### src/verilog/ahb_ic_pkg.sv
/*
 * shared definitions for the AHB-Lite slave-port interconnect stage
 * - bus widths, master count and rank sizing
 * - transfer type and arbiter state encodings
 * - request and response structs for masters and the slave
 */
package ahb_ic_pkg;

    ////////////////////
    // sizing
    ////////////////////
    localparam int NUM_MASTERS = 4;
    localparam int RANK_W      = $clog2(NUM_MASTERS);
    localparam int ADDR_W      = 32;
    localparam int DATA_W      = 32;

    // lowest priority rank, given to a master right after it wins
    localparam logic [RANK_W-1:0] RANK_MAX = RANK_W'(NUM_MASTERS - 1);

    ////////////////////
    // encodings
    ////////////////////
    typedef enum logic [1:0] {
        IDLE   = 2'b00,
        BUSY   = 2'b01,
        NONSEQ = 2'b10,
        SEQ    = 2'b11
    } htrans_e;

    typedef enum logic {
        ARB_IDLE  = 1'b0,
        ARB_OWNED = 1'b1
    } arb_state_e;

    ////////////////////
    // bus structs
    ////////////////////
    // one master's request, 72 bits
    typedef struct packed {
        logic              hsel;
        htrans_e           htrans;
        logic              hwrite;
        logic [2:0]        hsize;
        logic [ADDR_W-1:0] haddr;
        logic [DATA_W-1:0] hwdata;
        logic              hready;
    } ahb_req_t;

    // address and control forwarded from the owner, before the hready loop
    typedef struct packed {
        htrans_e           htrans;
        logic              hwrite;
        logic [2:0]        hsize;
        logic [ADDR_W-1:0] haddr;
        logic [DATA_W-1:0] hwdata;
    } ahb_slv_addr_t;

    // request to the slave, 71 bits
    typedef struct packed {
        htrans_e           htrans;
        logic              hwrite;
        logic [2:0]        hsize;
        logic [ADDR_W-1:0] haddr;
        logic [DATA_W-1:0] hwdata;
        logic              hready;
    } ahb_slv_req_t;

    typedef struct packed {
        logic [DATA_W-1:0] hrdata;
        logic              hreadyout;
        logic              hresp;
    } ahb_slv_rsp_t;

    typedef struct packed {
        logic [DATA_W-1:0] hrdata;
        logic              hreadyout;
        logic              hresp;
    } ahb_mst_rsp_t;

    // one-hot ownership and per-master ranks
    typedef logic [NUM_MASTERS-1:0]             grant_vec_t;
    typedef logic [NUM_MASTERS-1:0][RANK_W-1:0] rank_vec_t;

endpackage

### src/verilog/ahb_grant_fsm.sv
/*
 * ownership state machine for the shared slave
 * - picks the lowest-ranked requester while the bus is free
 * - holds the registered one-hot grant while the owner keeps hsel
 */
`timescale 1ns/1ps

module ahb_grant_fsm import ahb_ic_pkg::*; (
    input  logic       HCLK,
    input  logic       HRESETn,
    input  grant_vec_t hsel_i,
    input  rank_vec_t  rank_i,
    output grant_vec_t next_grant_o,
    output grant_vec_t grant_o,
    output logic       rank_load_o
);

    arb_state_e        state_q;
    arb_state_e        state_d;
    grant_vec_t        grant_q;
    grant_vec_t        grant_d;
    grant_vec_t        pick;
    logic [RANK_W-1:0] best_rank;
    logic              found;

    ////////////////////
    // winner selection
    ////////////////////
    // ranks are a permutation, so at most one requester holds the best rank
    always_comb begin
        pick      = '0;
        best_rank = RANK_MAX;
        found     = 1'b0;
        for (int i = 0; i < NUM_MASTERS; i++) begin
            if (hsel_i[i] && (!found || rank_i[i] < best_rank)) begin
                pick      = grant_vec_t'(1) << i;
                best_rank = rank_i[i];
                found     = 1'b1;
            end
        end
    end

    ////////////////////
    // next state
    ////////////////////
    always_comb begin
        state_d     = state_q;
        grant_d     = grant_q;
        rank_load_o = 1'b0;
        case (state_q)
            ARB_IDLE: begin
                grant_d = pick;
                if (found) begin
                    state_d     = ARB_OWNED;
                    rank_load_o = 1'b1;
                end
            end
            ARB_OWNED: begin
                // release in the cycle the owner drops hsel, no new pick yet
                if (!(|(hsel_i & grant_q))) begin
                    grant_d = '0;
                    state_d = ARB_IDLE;
                end
            end
            default: begin
                grant_d = '0;
                state_d = ARB_IDLE;
            end
        endcase
    end

    always_ff @(posedge HCLK or negedge HRESETn) begin
        if (!HRESETn) begin
            state_q <= ARB_IDLE;
            grant_q <= '0;
        end else begin
            state_q <= state_d;
            grant_q <= grant_d;
        end
    end

    assign next_grant_o = grant_d;
    assign grant_o      = grant_q;

endmodule

### src/verilog/ahb_priority_rank.sv
/*
 * rotating priority ranks, one counter per master
 * - rank 0 is served first, master i starts at rank i
 * - a winner drops to the lowest rank, masters behind it move up
 */
`timescale 1ns/1ps

module ahb_priority_rank import ahb_ic_pkg::*; (
    input  logic       HCLK,
    input  logic       HRESETn,
    input  logic       rank_load_i,
    input  grant_vec_t winner_i,
    output rank_vec_t  rank_o
);

    rank_vec_t         rank_q;
    rank_vec_t         rank_d;
    logic [RANK_W-1:0] win_rank;

    ////////////////////
    // winner's old rank
    ////////////////////
    always_comb begin
        win_rank = '0;
        for (int i = 0; i < NUM_MASTERS; i++) begin
            if (winner_i[i]) begin
                win_rank = rank_q[i];
            end
        end
    end

    ////////////////////
    // rotation
    ////////////////////
    always_comb begin
        for (int i = 0; i < NUM_MASTERS; i++) begin
            if (winner_i[i]) begin
                rank_d[i] = RANK_MAX;
            end else if (rank_q[i] > win_rank) begin
                // count down towards rank 0
                rank_d[i] = rank_q[i] - 1'b1;
            end else begin
                rank_d[i] = rank_q[i];
            end
        end
    end

    always_ff @(posedge HCLK or negedge HRESETn) begin
        if (!HRESETn) begin
            for (int i = 0; i < NUM_MASTERS; i++) begin
                rank_q[i] <= RANK_W'(i);
            end
        end else if (rank_load_i) begin
            rank_q <= rank_d;
        end
    end

    assign rank_o = rank_q;

endmodule

### src/verilog/ahb_request_mux.sv
/*
 * request multiplexer towards the slave
 * - forwards address and control of the next or current owner
 * - drives IDLE and zeros when nobody owns the bus
 */
`timescale 1ns/1ps

module ahb_request_mux import ahb_ic_pkg::*; (
    input  ahb_req_t [NUM_MASTERS-1:0] mst_req_i,
    input  grant_vec_t                 next_grant_i,
    input  grant_vec_t                 grant_i,
    output ahb_slv_addr_t              slv_addr_o
);

    grant_vec_t sel;

    // next_grant covers a fresh win, grant covers the release cycle
    assign sel = next_grant_i | grant_i;

    ////////////////////
    // one-hot select
    ////////////////////
    always_comb begin
        slv_addr_o = '{
            htrans: IDLE,
            hwrite: 1'b0,
            hsize:  '0,
            haddr:  '0,
            hwdata: '0
        };
        for (int i = 0; i < NUM_MASTERS; i++) begin
            if (sel[i]) begin
                slv_addr_o.htrans = mst_req_i[i].htrans;
                slv_addr_o.hwrite = mst_req_i[i].hwrite;
                slv_addr_o.hsize  = mst_req_i[i].hsize;
                slv_addr_o.haddr  = mst_req_i[i].haddr;
                slv_addr_o.hwdata = mst_req_i[i].hwdata;
            end
        end
    end

endmodule

### src/verilog/ahb_response_router.sv
/*
 * response routing back to the masters
 * - registered hreadyout per master
 * - read data only to the owner, hresp to all
 * - owner's hready looped to the slave, held while nobody is chosen
 */
`timescale 1ns/1ps

module ahb_response_router import ahb_ic_pkg::*; (
    input  logic                           HCLK,
    input  logic                           HRESETn,
    input  ahb_req_t     [NUM_MASTERS-1:0] mst_req_i,
    input  grant_vec_t                     next_grant_i,
    input  grant_vec_t                     grant_i,
    input  ahb_slv_rsp_t                   slv_rsp_i,
    output ahb_mst_rsp_t [NUM_MASTERS-1:0] mst_rsp_o,
    output logic                           slv_hready_o
);

    grant_vec_t hsel;
    grant_vec_t hreadyout_d;
    grant_vec_t hreadyout_q;
    logic       hready_sel;
    logic       hready_lat_q;

    ////////////////////
    // hreadyout
    ////////////////////
    // waiting masters are stalled until they become the next owner
    always_comb begin
        for (int i = 0; i < NUM_MASTERS; i++) begin
            hsel[i]        = mst_req_i[i].hsel;
            hreadyout_d[i] = next_grant_i[i] & slv_rsp_i.hreadyout;
        end
        if (!(|hsel)) begin
            hreadyout_d = '1;
        end
    end

    always_ff @(posedge HCLK or negedge HRESETn) begin
        if (!HRESETn) begin
            hreadyout_q <= '1;
        end else begin
            hreadyout_q <= hreadyout_d;
        end
    end

    ////////////////////
    // hready loop
    ////////////////////
    always_comb begin
        hready_sel = hready_lat_q;
        for (int i = 0; i < NUM_MASTERS; i++) begin
            if (next_grant_i[i]) begin
                hready_sel = mst_req_i[i].hready;
            end
        end
    end

    always_ff @(posedge HCLK or negedge HRESETn) begin
        if (!HRESETn) begin
            hready_lat_q <= 1'b1;
        end else begin
            hready_lat_q <= hready_sel;
        end
    end

    assign slv_hready_o = hready_sel;

    // read data gated to the current owner
    always_comb begin
        for (int i = 0; i < NUM_MASTERS; i++) begin
            mst_rsp_o[i].hrdata    = grant_i[i] ? slv_rsp_i.hrdata : '0;
            mst_rsp_o[i].hreadyout = hreadyout_q[i];
            mst_rsp_o[i].hresp     = slv_rsp_i.hresp;
        end
    end

endmodule

### src/verilog/ahb_slave_port.sv
/*
 * slave-port stage of the multi-master AHB-Lite interconnect
 * - joins the grant FSM, rank registers, request mux and response router
 */
`timescale 1ns/1ps

module ahb_slave_port import ahb_ic_pkg::*; (
    input  logic                           HCLK,
    input  logic                           HRESETn,
    input  ahb_req_t     [NUM_MASTERS-1:0] mst_req_i,
    output ahb_mst_rsp_t [NUM_MASTERS-1:0] mst_rsp_o,
    output ahb_slv_req_t                   slv_req_o,
    input  ahb_slv_rsp_t                   slv_rsp_i,
    output grant_vec_t                     grant_o
);

    grant_vec_t    hsel;
    grant_vec_t    next_grant;
    grant_vec_t    grant_q;
    rank_vec_t     rank_q;
    logic          rank_load;
    logic          slv_hready;
    ahb_slv_addr_t slv_addr;

    for (genvar i = 0; i < NUM_MASTERS; i++) begin : g_hsel
        assign hsel[i] = mst_req_i[i].hsel;
    end

    ////////////////////
    // arbitration
    ////////////////////
    ahb_grant_fsm ahb_grant_fsm_i (
        .HCLK         (HCLK),
        .HRESETn      (HRESETn),
        .hsel_i       (hsel),
        .rank_i       (rank_q),
        .next_grant_o (next_grant),
        .grant_o      (grant_q),
        .rank_load_o  (rank_load)
    );

    ahb_priority_rank ahb_priority_rank_i (
        .HCLK        (HCLK),
        .HRESETn     (HRESETn),
        .rank_load_i (rank_load),
        .winner_i    (next_grant),
        .rank_o      (rank_q)
    );

    ////////////////////
    // data paths
    ////////////////////
    ahb_request_mux ahb_request_mux_i (
        .mst_req_i    (mst_req_i),
        .next_grant_i (next_grant),
        .grant_i      (grant_q),
        .slv_addr_o   (slv_addr)
    );

    ahb_response_router ahb_response_router_i (
        .HCLK         (HCLK),
        .HRESETn      (HRESETn),
        .mst_req_i    (mst_req_i),
        .next_grant_i (next_grant),
        .grant_i      (grant_q),
        .slv_rsp_i    (slv_rsp_i),
        .mst_rsp_o    (mst_rsp_o),
        .slv_hready_o (slv_hready)
    );

    assign slv_req_o = '{
        htrans: slv_addr.htrans,
        hwrite: slv_addr.hwrite,
        hsize:  slv_addr.hsize,
        haddr:  slv_addr.haddr,
        hwdata: slv_addr.hwdata,
        hready: slv_hready
    };

    assign grant_o = grant_q;

endmodule
### config.mk
export PLATFORM = sky130hd
export DESIGN_NAME = ahb_slave_port
export DESIGN_NICKNAME = d
export VERILOG_FILES = /design/src/verilog/ahb_ic_pkg.sv /design/src/verilog/ahb_grant_fsm.sv /design/src/verilog/ahb_priority_rank.sv /design/src/verilog/ahb_request_mux.sv /design/src/verilog/ahb_response_router.sv /design/src/verilog/ahb_slave_port.sv
export SDC_FILE = /design/constraint.sdc
export NUM_CORES = 1
export LEC_CHECK = 0
export ABC_AREA = 1
export BUFFER_PORTS_ARGS = -buffer_cell sky130_fd_sc_hd__buf_2
export CAP_MARGIN = 20
export CORE_AREA = 2 2 206 208
export CTS_CLUSTER_SIZE = 14
export DETAILED_ROUTE_END_ITERATION = 10
export DIE_AREA = 0 0 208 210
export PLACE_DENSITY = 0.38
export SYNTH_ARGS = -nofsm -noshare
export SYNTH_HDL_FRONTEND = slang
export SYNTH_SLANG_ARGS = --single-unit
### constraint.sdc
create_clock -name HCLK -period 4.2 [get_ports HCLK]
set_clock_uncertainty 0.2 [all_clocks]
set_input_delay 0.21 -clock HCLK [delete_from_list [all_inputs] [get_ports HCLK]]
set_output_delay 0.21 -clock HCLK [all_outputs]
set_load 0.01 [all_outputs]
==> results of run 1 <==
-- what timing repair did --
item,in CTS,in global routing
endpoints found under the hold margin,10,0
gates resized for setup,0,35
setup endpoints to repair,0,78
buffers inserted,0,5
hold buffers,2,0
-- synth_stat cells, drive strengths merged --
library cell | n | area share, %
nor2 | 18 | 1.3
o21ai | 23 | 2.2
clkbuf | 24 | 1.7
nand2 | 472 | 35
xnor2 | 3 | 0.50
o22ai | 1 | 0.12
nand3 | 83 | 8.4
buf | 48 | 6.5
ha | 10 | 2.4
a21oi | 146 | 16
o21bai | 1 | 0.14
dfrtp | 9 | 4.3
dfstp | 9 | 4.5
inv | 235 | 17
-- worst min-delay path, cell delays in order --
cell and delay (ns):
sky130_fd_sc_hd__buf_2 0.10, sky130_fd_sc_hd__inv_1 0.09, sky130_fd_sc_hd__o21ai_0 0.09
-- cells by family after synthesis --
kind of cell    count (synthesis)  synth area share (%)
compound gates                171                  18.7
xor+xnor                        3                 0.504
fa+ha+maj                      10                  2.40
buf+inv                       307                  25.1
flops                          18                  8.86
simple gates                  573                  44.4
-- power by group --
part,switching (mW),leakage (nW),internal [mW],total (mW)
Sequential,0.0640,0.208,0.277,0.341
Clock,0.0754,0.0442,0.145,0.221
Combinational,4.05,6.14,2.45,6.51
-- sequential cells by signal (all words and copies together) (netlist names) --
signal	count
ahb_priority_rank_i.rank_o	8
ahb_grant_fsm_i.grant_o	4
ahb_response_router_i.hreadyout_q	4
ahb_grant_fsm_i.state_q	1
ahb_response_router_i.hready_lat_q	1
-- area by class of cell --
type,instances,area (um2),share of cell area [%]
antenna,1,2.50,0.0281
clock buffer,4,88.8,0.998
inverter,235,885,9.93
multi-input combinational,759,3570,40.1
sequential,18,462,5.18
tap,539,674,7.57
timing repair buffer,579,3230,36.2
-- metal layers --
layer  share of wire, %  vias up
li1                   -     4250
met1                 45     3808
met2                 49      262
met3                4.5       18
met4                1.2        0
met5                  0        -
-- worst min-delay path by stage --
stage	startpoint	to	slack, ns	cells after the start
6_report	slv_rsp_i[1]	ahb_response_router_i.hreadyout_q[2]	0.04	3
5_1_grt	slv_rsp_i[1]	ahb_response_router_i.hreadyout_q[2]	0.06	3
2_1_floorplan	HRESETn	ahb_grant_fsm_i.grant_o[0]	-0.29	0
3_5_place_dp	HRESETn	ahb_priority_rank_i.rank_o[1]	0.0004	1
3_3_place_gp	HRESETn	ahb_priority_rank_i.rank_o[1]	0.003	1
4_1_cts	slv_rsp_i[1]	ahb_response_router_i.hreadyout_q[2]	0.05	3
-- metrics by stage --
step,power [mW],TNS [ns],util [%],cell area [um2]
3_5_place_dp,6.51,0,20.5,8520
3_3_place_gp,6.55,0,20.5,8520
6_report,7.07,0,21.5,8900
2_1_floorplan,4.23,0,-,5210
5_1_grt,7.88,-0.277,21.5,8900
4_1_cts,6.77,0,20.8,8630
==> results.yml, run 1 <==
detailed_routing:
  drt-initial-drc-count: 608
  dr_total_vias: 8338
  wl_per_cell_um: 15.2
  routed_via_density: 3.91
  remaining_drc_errors: 0
  antenna_violating_nets_post_route: 0
  drt-total-wl_um: 32400
  drt_pass1_iterations: 5
worst_setup_path:
  critical_path.startpoint: "ahb_priority_rank_i.rank_o[2]"
  worst_setup_path_endpoint: "slv_req_o[7]"
  worst-r2r-cell-count: 30
  cp.depth: 27
  cpMaxStageDelayCell: "sky130_fd_sc_hd__dfstp_2"
  crit_top_cell: "sky130_fd_sc_hd__nand2_1"
  critical_path_class: "reg -> out"
  r2r_slack_ns: 0.35
  path_buf_inv: 5
  crit-reg2reg-launch: "ahb_priority_rank_i.rank_o[2]"
  rr_endpoint: "ahb_priority_rank_i.rank_o[3]"
  critPathLaunchType: "register"
  setup.worst_path.end_class: "output pin"
  critical_path_arrival_ns: 3.54
  critical_path.top_delay_family: "simple AND/OR/NAND/NOR gates"
  worst_ep_required_time_ns: 3.79
  path_max_fanout: 22
  critical-path-max-stage-delay_ns: 0.57
cells_and_area:
  final_cell_mix: "sky130_fd_sc_hd__buf_2, sky130_fd_sc_hd__nand2_1, sky130_fd_sc_hd__inv_1, sky130_fd_sc_hd__a21oi_1, sky130_fd_sc_hd__nand3_1"
  stdcell_count: 2135
  fillCellCount: 4943
  nets: 1930
  final_common_cell: "sky130_fd_sc_hd__buf_2"
  area_growth_syn_to_layout_pct: 70.9
  post_route_cells_drive_above_1_share_pct: 41.1
placed_design:
  gp_congestion: 0.841
  portBuffers: 529
  detailed_place_hpwl_um: 25100
  numPlacedInstances: 2117
  placement.setup.worst_slack_ns: 0.223
floorplanning:
  floorplan.die_area_mm2: 0.0437
  design.portCount: 535
  placementRows: 75
  die_h_um: 210
  initial_utilization_pct: 12.6
  chipWidth_um: 208
  floorplan.core_area_mm2: 0.0415
timing:
  slew_viol_final: 0
  setup_viol: 0
  finalHoldWorstSlack_ns: 0.0438
  final_critical_path_required_period_ns: 3.95
  rsz0062_at_grt: "true"
  worst_slack_ns: 0.254
  relSlewSlack_pct: 65.1
  worst_pin_slew_ns: 0.521
  period_share_pct: 94.0
  final-hold-violation-count: 0
  highest_clock_rate_mhz: 253
logic_synthesis:
  synth_cell_type_count: 23
  postSynthCellCount: 1082
  mapped_cell_area_mm2: 0.00521
  yosysSeqAreaShare_pct: 8.86
  syn-num-nets: 1416
  synth.yosys.warnings: 0
  yosys_register_bits: 18
  synth_area_per_cell_um2: 4.82
clock_network:
  clock_tree.buffer_depth: 2
  clock_tree_from_tritoncts: "yes"
  cts.sink_count: 18
  clkTransAtPathRegs_ns: 0.06
  ctsRootBufferMaster: "sky130_fd_sc_hd__clkbuf_16"
  numCtsBuffers: 3
  worst_skew_late_latency_ns: 0.25
  htree_num_levels: 1
grt:
  grt_util_met2_pct: 22.7
  grt_pass1_wl_um: 44000
  grt.met1_usage_pct: 16.9
  globalRouteMet3Util_pct: 1.24
  global_route.overflow_total: 0
  grt_pass1_vias: 7354
  gr-max-usage-layer: "met2"
  antenna_found_initial: 1
  grt_max_degree: 60
  groute.usage.overall_pct: 12.7
power_and_ir_drop:
  vdd.ir_drop.worst_mv: 0.251
  p_leak_nw: 6.39
  power_density_mw_per_mm2: 794
min_path:
  worstHoldPathType: "in -> reg"
run:
  maxCapViolCount: 0
outcome:
  outcome: "finished clean"
Note: power is estimated with default switching activity, not from simulation.
==> run 2, diff against run 1 <==
- CORE_AREA: 2 2 206 208 -> 2 2 205 207
- DIE_AREA: 0 0 208 210 -> 0 0 207 209
- HOLD_SLACK_MARGIN: unset -> 0.08
- PLACE_DENSITY: 0.38 -> 0.39
- clock period: 4.2 -> 3.2 ns (I/O delays scaled with it)
==> run 2 against run 1 <==
The flow now finishes with violations (negative setup slack). Worst hold slack improved by 0.076 ns. Worst setup slack got worse by 0.86 ns. Flip-flop and latch count did not move. Highest routed layer is now met5. Via count rose by 4.6%. Combinational power rose by 86%. Largest cell class is now non-clock buffers. Global-route usage rose by 1.6 points. Clock power rose by 30%. First-iteration DRC count fell by 19%. Core utilization rose by 5.0 points. Final area rose by 23%. Critical path depth rose by 2.
==> results.yml, run 2 (synthesized netlist as in run 1, its figures left out) <==
floorplanning:
  die_h_um: 209
  chipWidth_um: 207
  floorplan.die_area_mm2: 0.0433
  design.portCount: 535
  floorplan.core_area_mm2: 0.0413
  initial_utilization_pct: 12.6
  placementRows: 75
worst_setup_path:
  crit_top_cell: "sky130_fd_sc_hd__nand2_1"
  r2r_slack_ns: -0.58
  critical_path.top_delay_family: "simple AND/OR/NAND/NOR gates"
  critical_path.startpoint: "ahb_priority_rank_i.rank_o[2]"
  path_buf_inv: 7
  critPathLaunchType: "register"
  crit-reg2reg-launch: "ahb_priority_rank_i.rank_o[2]"
  setup.worst_path.end_class: "output pin"
  critical_path_class: "reg -> out"
  critical_path_arrival_ns: 3.44
  path_max_fanout: 6
  critical-path-max-stage-delay_ns: 0.54
  cpMaxStageDelayCell: "sky130_fd_sc_hd__dfstp_2"
  worst_ep_required_time_ns: 2.84
clock_network:
  ctsRootBufferMaster: "sky130_fd_sc_hd__clkbuf_16"
  worst_skew_late_latency_ns: 0.26
  clkTransAtPathRegs_ns: 0.05
  clock_tree_from_tritoncts: "yes"
  htree_num_levels: 1
  cts.sink_count: 18
  numCtsBuffers: 3
  clock_tree.buffer_depth: 2
cells_and_area:
  final_instance_area_mm2: 0.0109
  area_growth_syn_to_layout_pct: 110
  final_common_cell: "sky130_fd_sc_hd__buf_2"
  final_core_util_pct: 26.4
  nets: 2020
  largest_register_ff_count: 8
  post_route_cells_drive_above_1_share_pct: 50.6
  final_cell_mix: "sky130_fd_sc_hd__buf_2, sky130_fd_sc_hd__nand2_1, sky130_fd_sc_hd__inv_1, sky130_fd_sc_hd__buf_4"
grt:
  grt_pass1_wl_um: 48800
  globalRouteMet3Util_pct: 1.86
  global_route.overflow_total: 0
  grt_max_degree: 50
  grt.met1_usage_pct: 18.7
  grt_pass1_vias: 8133
  grt_util_met2_pct: 25.2
  gr-max-usage-layer: "met2"
  antenna_found_initial: 2
  groute.usage.overall_pct: 14.3
timing:
  final_critical_path_required_period_ns: 3.80
  worst_pin_slew_ns: 0.491
  finalHoldWorstSlack_ns: 0.120
  relSlewSlack_pct: 67.2
  final-hold-violation-count: 0
  worst_slack_ns: -0.602
  setup_viol: 80
  slew_viol_final: 0
  rsz0062_at_grt: "true"
  period_share_pct: 119
  highest_clock_rate_mhz: 263
min_path:
  worstHoldPathType: "in -> out"
  min_from: "slv_rsp_i[0]"
run:
  maxCapViolCount: 0
detailed_routing:
  wl_per_cell_um: 15.2
  antenna_violating_nets_post_route: 0
  drt-total-wl_um: 33800
  drt-initial-drc-count: 493
  dr_total_vias: 8724
  remaining_drc_errors: 0
  routed_via_density: 3.92
  drt_pass1_iterations: 5
power_and_ir_drop:
  cellInternalPower_mw: 6.29
  pwr-share-clk_pct: 2.2
  vdd.ir_drop.worst_mv: 0.395
  power_mw: 12.8
  power.net_switching_mw: 6.56
  power_frac_seq_pct: 3.4
  switching_share_pct: 51.0
  power_density_mw_per_mm2: 1180
  share_comb_of_total_power_pct: 94.4
  p_leak_nw: 7.16
placed_design:
  placement.setup.worst_slack_ns: -0.603
  portBuffers: 529
  detailed_place_hpwl_um: 26100
  dpl-instance-area_mm2: 0.00920
  gp_congestion: 0.866
outcome:
  outcome: "complete, but fails checks"
  violations: "negative setup slack"
[run 2: changes by cell type in the layout (fill, tap and decap cells not counted), sizes merged]
cell | previous run | this run
clkbuf | 8 | 9
nand2 | 474 | 472
buf | 573 | 660
bufbuf | 0 | 3
dlygate4sd3 | 2 | 3
[run 2: power groups by stage]
| stage | Sequential [mW] | Clock (mW) | Combinational [mW] |
|---|---|---|---|
| floorplan | 0.456 | 0 | 5.19 |
| global placement | 0.437 | 0 | 9.33 |
| detailed placement | 0.435 | 0 | 9.29 |
| CTS | 0.432 | 0.295 | 11.3 |
| global route | 0.449 | 0.310 | 13.2 |
| finish | 0.435 | 0.287 | 12.1 |
[run 2: repair_timing]
item / 4_1_cts / 5_1_grt
hold buffers: 3 / 0
gates resized for setup: 132 / 95
setup buffers: 23 / 7
endpoints found under the setup margin: 79 / 84
hold endpoints to repair: 23 / 0
pin swaps: 38 / 40
gates cloned: 12 / 5
[run 2: through the flow]
| step | cells | TNS (ns) |
|---|---|---|
| floorplan | 1082 | -2.57 |
| global placement | 2175 | -25.51 |
| global route | 2225 | -62.43 |
| finish | 2225 | -42.72 |
| CTS | 2215 | -42.30 |
| detailed placement | 2175 | -30.07 |
[run 2: per-layer routing]
metal  vias to the layer above  wire [um]
li1                       4443          -
met1                      3951      14800
met2                       306      16700
met3                        22       1580
met4                         2        692
met5                         -         10
[run 2: worst paths after layout]
| kind | to | cells after the start |
|---|---|---|
| max in group asynchronous | ahb_priority_rank_i.rank_o[7] | 2 |
| min | mst_rsp_o[34] | 0 |
| min reg2reg | ahb_priority_rank_i.rank_o[7] | 2 |
| max | slv_req_o[62] | 29 |
| max reg2reg | ahb_priority_rank_i.rank_o[4] | 32 |
| min in group asynchronous | ahb_priority_rank_i.rank_o[0] | 2 |
[run 2: layout make-up]
type / count / area (um2)
Timing Repair Buffer: 671 / 4740
Multi-Input combinational cell: 757 / 4050
Antenna cell: 1 / 2.50
Fill cell: 4724 / 30400
Sequential cell: 18 / 462
Inverter: 235 / 892
Clock buffer: 4 / 88.8
Tap cell: 539 / 674
